`src/verilog/atom_pkg.sv`:
```
// ====================
// Atom I/O package
// Widths, fixed addresses, divider limits and the turbo speed type
// shared by the memory-mapped I/O blocks
// ====================

`default_nettype none

package atom_pkg;

   // ====================
   // Vector types
   // ====================

   typedef logic [15:0] addr_t;
   typedef logic [7:0]  byte_t;
   // Port C output latch of the PIA
   typedef logic [3:0]  nibble_t;
   typedef logic [4:0]  clkdiv_t;
   typedef logic [7:0]  casdiv_t;
   // ROM bank field, low bits of the BFFF latch
   typedef logic [2:0]  rom_bank_t;

   // CPU speed select, code 3 also runs at 4 MHz
   typedef enum logic [1:0]
   {
      TURBO_1MHZ = 2'd0,
      TURBO_2MHZ = 2'd1,
      TURBO_4MHZ = 2'd2
   } turbo_e;

   // ====================
   // Constants
   // ====================

   // 25 MHz divided by 25 gives the 1 MHz base rate
   localparam clkdiv_t   CLKDIV_LAST    = 5'd24;
   // 208 enable pulses per tone half period
   localparam casdiv_t   CAS_DIV_LAST   = 8'd207;
   // Address bits 15..4 of the I/O pages
   localparam logic [11:0] PIA_PAGE     = 12'hB00;
   localparam logic [11:0] PL8_PAGE     = 12'hB40;
   localparam addr_t     ROM_LATCH_ADDR = 16'hBFFF;
   // Zero page byte holding the lock flag
   localparam addr_t     LOCK_ADDR      = 16'h00E7;
   localparam int        LOCK_BIT       = 5;
   // Bank value that maps RAM into A000-AFFF
   localparam rom_bank_t ROM_BANK_OFF   = 3'd7;

endpackage

`default_nettype wire
```
`src/verilog/atom_io.sv`:
```
// ====================
// Atom I/O top
// Timing, decode, PIA, latches and read mux on the CPU bus
// ====================

`timescale 1ns/1ps
`default_nettype none

module atom_io
(
   input  wire               clk25,
   input  wire               reset,
   input  atom_pkg::turbo_e  turbo,
   input  atom_pkg::addr_t   address,
   input  atom_pkg::byte_t   wdata,
   input  wire               rnw,
   input  atom_pkg::byte_t   ram_dout,
   input  wire  [5:0]        keyout,
   input  wire               shift_n,
   input  wire               ctrl_n,
   input  wire               rept_n,
   input  wire               cas_in,
   input  wire               fs_n,
   output atom_pkg::byte_t   cpu_din,
   output logic              cpu_clken,
   output atom_pkg::byte_t   pia_pa,
   output atom_pkg::nibble_t pia_pc,
   output logic              cas_out,
   output logic              lock,
   output logic              rom_sel
);
   import atom_pkg::*;

   logic      cas_tone;
   logic      pia_cs;
   logic      pl8_cs;
   logic      latch_cs;
   logic      lock_hit;
   byte_t     pia_dout;
   byte_t     rom_latch;
   rom_bank_t rom_bank;

   atom_timing timing_i (.clk25, .reset, .turbo, .cpu_clken, .cas_tone);

   atom_decode decode_i (.address, .rom_bank, .pia_cs, .pl8_cs, .latch_cs,
      .lock_hit, .rom_sel);

   // Execute stage, registers written on the strobe
   atom_pia pia_i (.clk25, .reset, .cpu_clken, .pia_cs, .rnw, .address, .wdata,
      .keyout, .shift_n, .ctrl_n, .rept_n, .cas_in, .fs_n, .cas_tone, .pia_pa,
      .pia_pc, .pia_dout);

   atom_latches latches_i (.clk25, .reset, .cpu_clken, .rnw, .latch_cs, .lock_hit,
      .wdata, .rom_latch, .rom_bank, .lock);

   atom_read_mux read_mux_i (.pia_cs, .pl8_cs, .latch_cs, .pia_dout, .rom_latch,
      .ram_dout, .cas_tone, .pia_pc, .cpu_din, .cas_out);

endmodule

`default_nettype wire

```
`src/verilog/atom_read_mux.sv`:
```
// ====================
// Atom read mux
// CPU read data select and cassette output gate
// ====================

`timescale 1ns/1ps
`default_nettype none

module atom_read_mux
(
   input  wire               pia_cs,
   input  wire               pl8_cs,
   input  wire               latch_cs,
   input  atom_pkg::byte_t   pia_dout,
   input  atom_pkg::byte_t   rom_latch,
   input  atom_pkg::byte_t   ram_dout,
   input  wire               cas_tone,
   input  atom_pkg::nibble_t pia_pc,
   output atom_pkg::byte_t   cpu_din,
   output logic              cas_out
);
   import atom_pkg::*;

   // Priority PIA, PL8, latch, then RAM
   // Nothing fitted in the PL8 slot so it reads zero
   assign cpu_din = pia_cs   ? pia_dout  :
                    pl8_cs   ? 8'h00     :
                    latch_cs ? rom_latch :
                               ram_dout;

   // PC0 enables the output and PC1 chops it with the tone
   // Same as the two NANDs and inverter on the board
   assign cas_out = pia_pc[0] && !(pia_pc[1] && !cas_tone);

endmodule

`default_nettype wire

```
`src/verilog/atom_latches.sv`:
```
// ====================
// Atom latches
// ROM bank latch at BFFF and snoop of the lock flag byte
// ====================

`timescale 1ns/1ps
`default_nettype none

module atom_latches
(
   input  wire                 clk25,
   input  wire                 reset,
   input  wire                 cpu_clken,
   input  wire                 rnw,
   input  wire                 latch_cs,
   input  wire                 lock_hit,
   input  atom_pkg::byte_t     wdata,
   output atom_pkg::byte_t     rom_latch,
   output atom_pkg::rom_bank_t rom_bank,
   output logic                lock
);
   import atom_pkg::*;

   logic wr_cycle;

   // CPU write, one strobe wide
   assign wr_cycle = cpu_clken && !rnw;

   // ROM latch, full byte kept for read back
   always_ff @(posedge clk25 or posedge reset)
   begin
      if (reset)
         rom_latch <= '0;
      else if (wr_cycle && latch_cs)
         rom_latch <= wdata;
   end

   // Bank select field
   assign rom_bank = rom_latch[2:0];

   // Lock flag copied from writes to the lock byte
   // The RAM write itself still happens in external memory
   always_ff @(posedge clk25 or posedge reset)
   begin
      if (reset)
         lock <= 1'b0;
      else if (wr_cycle && lock_hit)
         lock <= wdata[LOCK_BIT];
   end

endmodule

`default_nettype wire

```
`src/verilog/atom_pia.sv`:
```
// ====================
// Atom 8255 PIA
// Fixed directions: port A out, port B in, port C low out and high in,
// with bit set/reset on the control register
// ====================

`timescale 1ns/1ps
`default_nettype none

module atom_pia
(
   input  wire                clk25,
   input  wire                reset,
   input  wire                cpu_clken,
   input  wire                pia_cs,
   input  wire                rnw,
   input  atom_pkg::addr_t    address,
   input  atom_pkg::byte_t    wdata,
   input  wire  [5:0]         keyout,
   input  wire                shift_n,
   input  wire                ctrl_n,
   input  wire                rept_n,
   input  wire                cas_in,
   input  wire                fs_n,
   input  wire                cas_tone,
   output atom_pkg::byte_t    pia_pa,
   output atom_pkg::nibble_t  pia_pc,
   output atom_pkg::byte_t    pia_dout
);
   import atom_pkg::*;

   logic  wr_en;
   byte_t pia_pb;
   byte_t pc_in;

   // Write qualified by the bus strobe
   assign wr_en = cpu_clken && pia_cs && !rnw;

   always_ff @(posedge clk25 or posedge reset)
   begin
      if (reset)
      begin
         pia_pa <= '0;
         pia_pc <= '0;
      end
      else if (wr_en)
      begin
         case (address[1:0])
            2'b00: pia_pa <= wdata;
            2'b10: pia_pc <= wdata[3:0];
            // Control, bit set/reset only when bit 7 is clear
            2'b11:
            begin
               if (!wdata[7])
                  pia_pc[wdata[2:1]] <= wdata[0];
            end
            default: ;
         endcase
      end
   end

   // ====================
   // Read back
   // ====================

   // Keyboard columns plus modifier keys
   assign pia_pb = {shift_n, ctrl_n, keyout};
   // Upper port C is live inputs
   assign pc_in  = {fs_n, rept_n, cas_in, cas_tone, pia_pc};

   always_comb
   begin
      case (address[1:0])
         2'b00:   pia_dout = pia_pa;
         2'b01:   pia_dout = pia_pb;
         2'b10:   pia_dout = pc_in;
         // Control register not readable
         default: pia_dout = '0;
      endcase
   end

endmodule

`default_nettype wire

```
`src/verilog/atom_decode.sv`:
```
// ====================
// Atom address decoder
// Chip selects for the PIA, PL8 slot, ROM latch and lock byte,
// plus the ROM select for the upper memory map
// ====================

`timescale 1ns/1ps
`default_nettype none

module atom_decode
(
   input  atom_pkg::addr_t     address,
   input  atom_pkg::rom_bank_t rom_bank,
   output logic                pia_cs,
   output logic                pl8_cs,
   output logic                latch_cs,
   output logic                lock_hit,
   output logic                rom_sel
);
   import atom_pkg::*;

   logic upper_rom;
   logic a000_rom;

   // I/O pages, 16 bytes each
   assign pia_cs   = (address[15:4] == PIA_PAGE);
   // Empty slot, reads back zero
   assign pl8_cs   = (address[15:4] == PL8_PAGE);
   assign latch_cs = (address == ROM_LATCH_ADDR);
   // Lock flag snoop, a RAM byte
   assign lock_hit = (address == LOCK_ADDR);

   // ====================
   // ROM map
   // ====================

   // C000-FFFF always ROM
   assign upper_rom = (address[15:14] == 2'b11);
   // A000-AFFF is banked, bank 7 leaves RAM there
   assign a000_rom  = (address[15:12] == 4'hA) && (rom_bank != ROM_BANK_OFF);
   assign rom_sel   = upper_rom || a000_rom;

   // Selects feeding the read mux never overlap
   always_comb
   begin
      a_cs_onehot : assert #0 ($onehot0({pia_cs, pl8_cs, latch_cs}))
         else $error("overlapping I/O selects");
   end

endmodule

`default_nettype wire

```
`src/verilog/atom_timing.sv`:
```
// ====================
// Atom timing
// Modulo-25 divider giving the CPU clock enable at 1, 2 or 4 MHz
// and the cassette tone derived from it
// ====================

`timescale 1ns/1ps
`default_nettype none

module atom_timing
(
   input  wire              clk25,
   input  wire              reset,
   input  atom_pkg::turbo_e turbo,
   output logic             cpu_clken,
   output logic             cas_tone
);
   import atom_pkg::*;

   clkdiv_t clkdiv;
   casdiv_t cas_div;
   logic    clken_next;

   // Divider 0..24, wraps
   always_ff @(posedge clk25 or posedge reset)
   begin
      if (reset)
         clkdiv <= '0;
      else if (clkdiv == CLKDIV_LAST)
         clkdiv <= '0;
      else
         clkdiv <= clkdiv + 5'd1;
   end

   // Enable points, upper half of the count never fires
   always_comb
   begin
      case (turbo)
         TURBO_1MHZ: clken_next = (clkdiv[3:0] == 4'd0) && !clkdiv[4];
         TURBO_2MHZ: clken_next = (clkdiv[2:0] == 3'd0) && !clkdiv[4];
         // 4 MHz and the spare code
         default:    clken_next = (clkdiv[1:0] == 2'd0) && !clkdiv[4];
      endcase
   end

   // Registered strobe plus tone divider on the strobe
   always_ff @(posedge clk25 or posedge reset)
   begin
      if (reset)
      begin
         cpu_clken <= 1'b0;
         cas_div   <= '0;
         cas_tone  <= 1'b0;
      end
      else
      begin
         cpu_clken <= clken_next;
         if (cpu_clken)
         begin
            if (cas_div == CAS_DIV_LAST)
            begin
               cas_div  <= '0;
               cas_tone <= !cas_tone;
            end
            else
               cas_div <= cas_div + 8'd1;
         end
      end
   end

   // Enable is always a single-cycle pulse
   a_clken_single : assert property (@(posedge clk25) disable iff (reset)
      cpu_clken |=> !cpu_clken);

endmodule

`default_nettype wire

```
`config.mk`:
```
export PLATFORM = sky130hd
export DESIGN_NAME = atom_io
export DESIGN_NICKNAME = d
export VERILOG_FILES = /design/src/verilog/atom_pkg.sv /design/src/verilog/atom_io.sv /design/src/verilog/atom_read_mux.sv /design/src/verilog/atom_latches.sv /design/src/verilog/atom_pia.sv /design/src/verilog/atom_decode.sv /design/src/verilog/atom_timing.sv
export SDC_FILE = /design/constraint.sdc
export NUM_CORES = 1
export LEC_CHECK = 0
export ABC_AREA = 1
export BUFFER_PORTS_ARGS = -buffer_cell sky130_fd_sc_hd__buf_2
export CAP_MARGIN = 10
export CORE_MARGIN = 4
export CORE_UTILIZATION = 45
export CTS_CLUSTER_SIZE = 20
export DETAILED_ROUTE_END_ITERATION = 7
export GPL_ROUTABILITY_DRIVEN = 0
export PLACE_DENSITY = 0.78
export SETUP_SLACK_MARGIN = 0.4
export SYNTH_ARGS = -nofsm -noshare
export SYNTH_HDL_FRONTEND = slang
export SYNTH_HIERARCHICAL = 1
export SYNTH_SLANG_ARGS = --single-unit
```
`constraint.sdc`:
```
create_clock -name clk25 -period 1.6 [get_ports clk25]
set_input_delay 0.08 -clock clk25 [delete_from_list [all_inputs] [get_ports clk25]]
set_output_delay 0.08 -clock clk25 [all_outputs]
set_load 0.005 [all_outputs]
```
Word level (Yosys, flattened, before mapping)
Cells that the tools add are included.

Register bits: 36. Latch bits: 0. Memory bits (writable): 0. Memory bits (read-only): 0. Input port bits: 48. Output and inout port bits: 24. Word-level logic and storage cells: 64. Memories kept: 0.

Add/subtract/negate cells: 2. $mul: 0. Divide/modulo/power cells: 0. $lt $le $gt $ge: 2. Eq/ne operators: 14. Shift operators: 0. Multiplexer cells: 12. Bitwise gates (word level): 0. Reductions and logical operators: 26.

Operators by type and width (number): 8-bit 2-to-1 mux (4); 12-bit equality test, second input constant (2); 8-bit case mux with 3 select lines (1); 16-bit equality test, second input constant (1); 16-bit by 8-bit equality test with 1-bit output, second input constant (1); 1-bit logical AND (12); 8-bit by 1-bit adder with 8-bit output, second input constant (1); 8-bit equality test, second input constant (1); 4-bit case mux with 2 select lines (1); 2-bit equality test, second input constant (3); 2-bit zero test (3); 5-bit by 1-bit adder with 5-bit output, second input constant (1); 5-bit equality test, second input constant (1); 5-bit 2-to-1 mux (1); 4-bit bitwise mux (1); 2-bit by 1-bit equality test with 1-bit output, second input constant (2); 4-bit equality test, second input constant (1); 1-bit zero test (4); 4-bit zero test (1); 4-bit 2-to-1 mux (1); 2-bit AND reduction (2); 3-bit zero test (1); 2-bit by 3-bit < comparator with 1-bit output, second input constant (1); 3-bit inequality test, second input constant (1); other kinds (8) (8).

Logic depth before layout (Yosys ltp)
Word-level depth: 7. Mapped depth: 11. Depth with buffers taken out: 11.

Hierarchy
The synthesis kept the hierarchy.

Modules (own cells, without submodules): atom_timing (times used 1, cells each 89, area each 774.5 µm², seq. area each 375.4 µm²); atom_pia (times used 1, cells each 121, area each 767.0 µm², seq. area each 300.3 µm²); atom_latches (times used 1, cells each 46, area each 436.7 µm², seq. area each 225.2 µm²); atom_read_mux (times used 1, cells each 62, area each 276.5 µm², seq. area each 0.0 µm²); atom_decode (times used 1, cells each 47, area each 187.7 µm², seq. area each 0.0 µm²).

Worst setup path after synthesis
OpenSTA, ideal clock, no wires.

Kind: register to register. Start: register timing_i.cpu_clken. End: register pia_i.pia_pa[1]. Setup time: 120 ps. Arrival: 1173 ps. Data required time: 1480 ps. Slack: 307 ps. Stages on the path, launching flop included: 7. Path buffers: 1. Clock period less this slack: 1293 ps. Cells stage by stage: dfrtp_1 nand2_1 nor2_2 nand2_1 buf_4 nand2_1 o21ai_2.

Cells in the longest elaborated chain, start to end: 3.

RTL lines: from (decl) (line atom_timing.sv:15) `output logic cpu_clken,`; from (signal assigned) (line atom_timing.sv:57) `cpu_clken <= clken_next;`; 1-bit logical AND (2 in series) (line atom_pia.sv:37) `assign wr_en = cpu_clken && pia_cs && !rnw;`; 2-bit AND reduction (no source line); to (signal assigned) (line atom_pia.sv:49) `2'b00: pia_pa <= wdata;`; to (decl) (line atom_pia.sv:26) `output atom_pkg::byte_t pia_pa,`.

Every way passes these cells. A chain may end at the register's enable or synchronous reset.

Worst setup path after layout
Start: input port address[13]. End: output port cpu_din[5].

Cells in the longest elaborated chain, start to end: 4. Elaborated cells on any way between the ends: 6. Those cells by class: eq/ne (3); mux (3).

RTL lines: from (decl) (line atom_io.sv:14) `input atom_pkg::addr_t address,`; 16-bit equality test (line atom_decode.sv:29) `assign latch_cs = (address == ROM_LATCH_ADDR);`; net latch_cs (line atom_io.sv:37) `logic latch_cs;`; 8-bit 2-to-1 mux (line atom_read_mux.sv:28) `latch_cs ? rom_latch :`; 8-bit 2-to-1 mux (line atom_read_mux.sv:27) `pl8_cs ? 8'h00 :`; 8-bit 2-to-1 mux (line atom_read_mux.sv:26) `assign cpu_din = pia_cs ? pia_dout :`; to (decl) (line atom_io.sv:24) `output atom_pkg::byte_t cpu_din,`.

The timed path passes the listed nets, and every way through them passes these cells.

==> metrics.txt <==
WP buf/inv=4; Mapped Avg Cell Area=6.69 um^2; Synth Register Bits=36; Num CTS Buffers=5; Compound-Gate Fraction of Synth Area=0.0523; crit-path max FO=8; unrepaired setup endpoints after global routing=yes; FF-to-FF End=timing_i/cas_div[7]; R2R Path Start=timing_i/cpu_clken; via-per-instance ratio=4.92; routed vias=2,607; top_reg_cell synth=dfrtp_1; die area=6670 um^2; fill cell count=442; grt total ovfl=0; Tcrit/Tclk final=0.776; reg2reg setup slack=430 ps; row count=26; final setup fails=0; H-tree depth=2; multiplexer area fraction after synthesis=0.00461; Post-DP Area=2860 um^2; Worst-Margin Slew=577 ps; slowest cell on the critical path=nor2_4; hold wc startpoint=turbo[1]; WL/cell=13.2 um; Max Clock Skew=5.14 ps; Required @ worst endpoint=1520 ps; final wirelength=6970 um; dpl hpwl=4890 um; later-pin clock latency in the skew report=290 ps; hold path depth=3; number of global-route vias before repair=2,431; Netlist cell types=32; YS warnings=6; Sequential Area=902 um^2; Reg clk slew, reported paths=60 ps; largest net degree at the start of global routing=16; R2R depth=8; initial DRC count=201; Synth Area in Adders=0.0154; max_cap viols=0; family with the most delay on the worst path=simple AND/OR/NAND/NOR gates; TritonCTS clock tree=yes; Slew Limit Fails=0; largest family of logic cells by synthesized area=simple AND/OR/NAND/NOR gates; Async SR Flop Fraction=1.00; WS Path Type=in -> out; maximum vdd ir drop=0.000747 V; final instance area=3320 um^2; Nets=511; sequential element share of the synthesized area=0.369; antenna viol nets, final=0; first-pass GRT wire length=10,900 um; Final Hold Vio Count=0; initial antenna violation count=0; Most Frequent Cell on Critical Path=nand2_2; crit-path cells=buf_2 -> nand2_2 -> nor2_4 -> nand2_2 -> nor2_4 -> buf_6 -> inv_8 -> nand2_2 -> nand3_2 -> nand2_1 -> buf_2; Die X=81.7 um; Initial Utilization=0.472; Synth Area in Simple Gates=0.427; Post-Syn Nets=416; Root Buffer=clkbuf_8; hold slack=19.1 ps; area of the multi-input gates=1420 um^2; most common cell after layout, fill and taps aside=nand2_1; crit path time final=1240 ps; Cells after Synth=365; Die Ht=81.7 um; setup tns final=0 ps; IO Pins=72; Hold Crit Class=in -> reg; Port-buffer cells=71; post-synthesis xor/xnor area fraction=0.00717; clk buf depth=2; antenna cells=0; status=finished, final reports clean; Post-route DRC=0; TritonRoute pass-1 iters=4; Overall Power=0.00208 W; Max Freq=805 MHz; floorplan core area=5170 um^2; layout cells sized above 1=0.367; startpoint types=input port; fin util=0.643; CP peak stage delay=160 ps; Worst Path Arrival=1160 ps; gr usage total=0.211; P per Cell Area=626 nW/um^2; Hold Path Sink=timing_i/cpu_clken; Synth Cell Area=2440 um^2; Sink Count=36; most frequent cells in the layout=nand2_1, buf_2, inv_1; Static Leak=1.93 nW; Area Growth Syn to Fin=36.1%; CP Capture Type=primary output; Slew headroom=0.615; Post-synth EDFFs=0
[cells in the mapped netlist (all sizes together) (3+ instances only)]
master  count  share of area
ha          3          0.015
o21ai      13          0.031
buf        10          0.034
nand3      35          0.081
a21oi       6          0.012
nand2     153           0.24
inv        58          0.090
nor2       28          0.059
nand4      13          0.033
dfrtp      36           0.37
[stage by stage]
step,instances,setup slack [ps]
6_report,530,358
5_1_grt,530,302
4_1_cts,524,375
3_5_place_dp,502,147
3_3_place_gp,502,203
2_1_floorplan,365,424
[report_power, final]
part	switching, W	total, W	internal, W
clock network	0.000313	0.000696	0.000383
registers	0.0000465	0.00100	0.000955
logic	0.000217	0.000385	0.000167
[how the worst max path moves through the flow]
stage / start / end / slack, ps / depth (start not counted)
floorplan: address[14] / pia_i/pia_pa[1] / 420 / 11
global placement: address[14] / pia_i/pia_pa[1] / 200 / 11
detailed placement: address[14] / pia_i/pia_pa[0] / 150 / 11
CTS: address[14] / cpu_din[2] / 370 / 12
global route: timing_i/cpu_clken / timing_i/cas_div[7] / 300 / 8
finish: address[13] / cpu_din[5] / 360 / 11
[state kept, by name, summed over array words and instances (netlist names)]
| register | cells |
|---|---|
| latches_i/lock | 1 |
| latches_i/rom_latch | 8 |
| pia_i/pia_pa | 8 |
| pia_i/pia_pc | 4 |
| timing_i/cas_div | 8 |
| timing_i/cas_tone | 1 |
| timing_i/clkdiv | 5 |
| timing_i/cpu_clken | 1 |
[repair_timing]
action	CTS	global route
hold endpoints to repair	36	0
setup buffers	12	6
pin swaps	21	23
resized for setup	38	28
hold buffers	1	0
cloned	2	0
endpoints found under the setup margin	20	25
[worst min-delay path: stages]
cell      delay (ps)
buf_2             90
inv_1             40
a211oi_1          60
[layout make-up]
class | instances | share of cell area
flip-flops and latches | 36 | 0.271
clock buffers | 7 | 0.0290
inverters | 58 | 0.0685
multi-input cells | 261 | 0.428
well taps | 70 | 0.0263
repair buffers | 98 | 0.177
[metal layers]
metal,GRT usage,up-vias,routed length (um)
met1,0.250,1209,2890
met2,0.380,67,3590
met5,0,-,0
met4,0.0814,0,121
met3,0.0373,12,374
li1,-,1319,-
[logic make-up after synthesis]
group           after synthesis
simple gates                233
buf+inv                      68
flops                        36
compound gates               22
fa+ha+maj                     3
xor+xnor                      2
mux                           1
(Power assumes the default switching activity.)
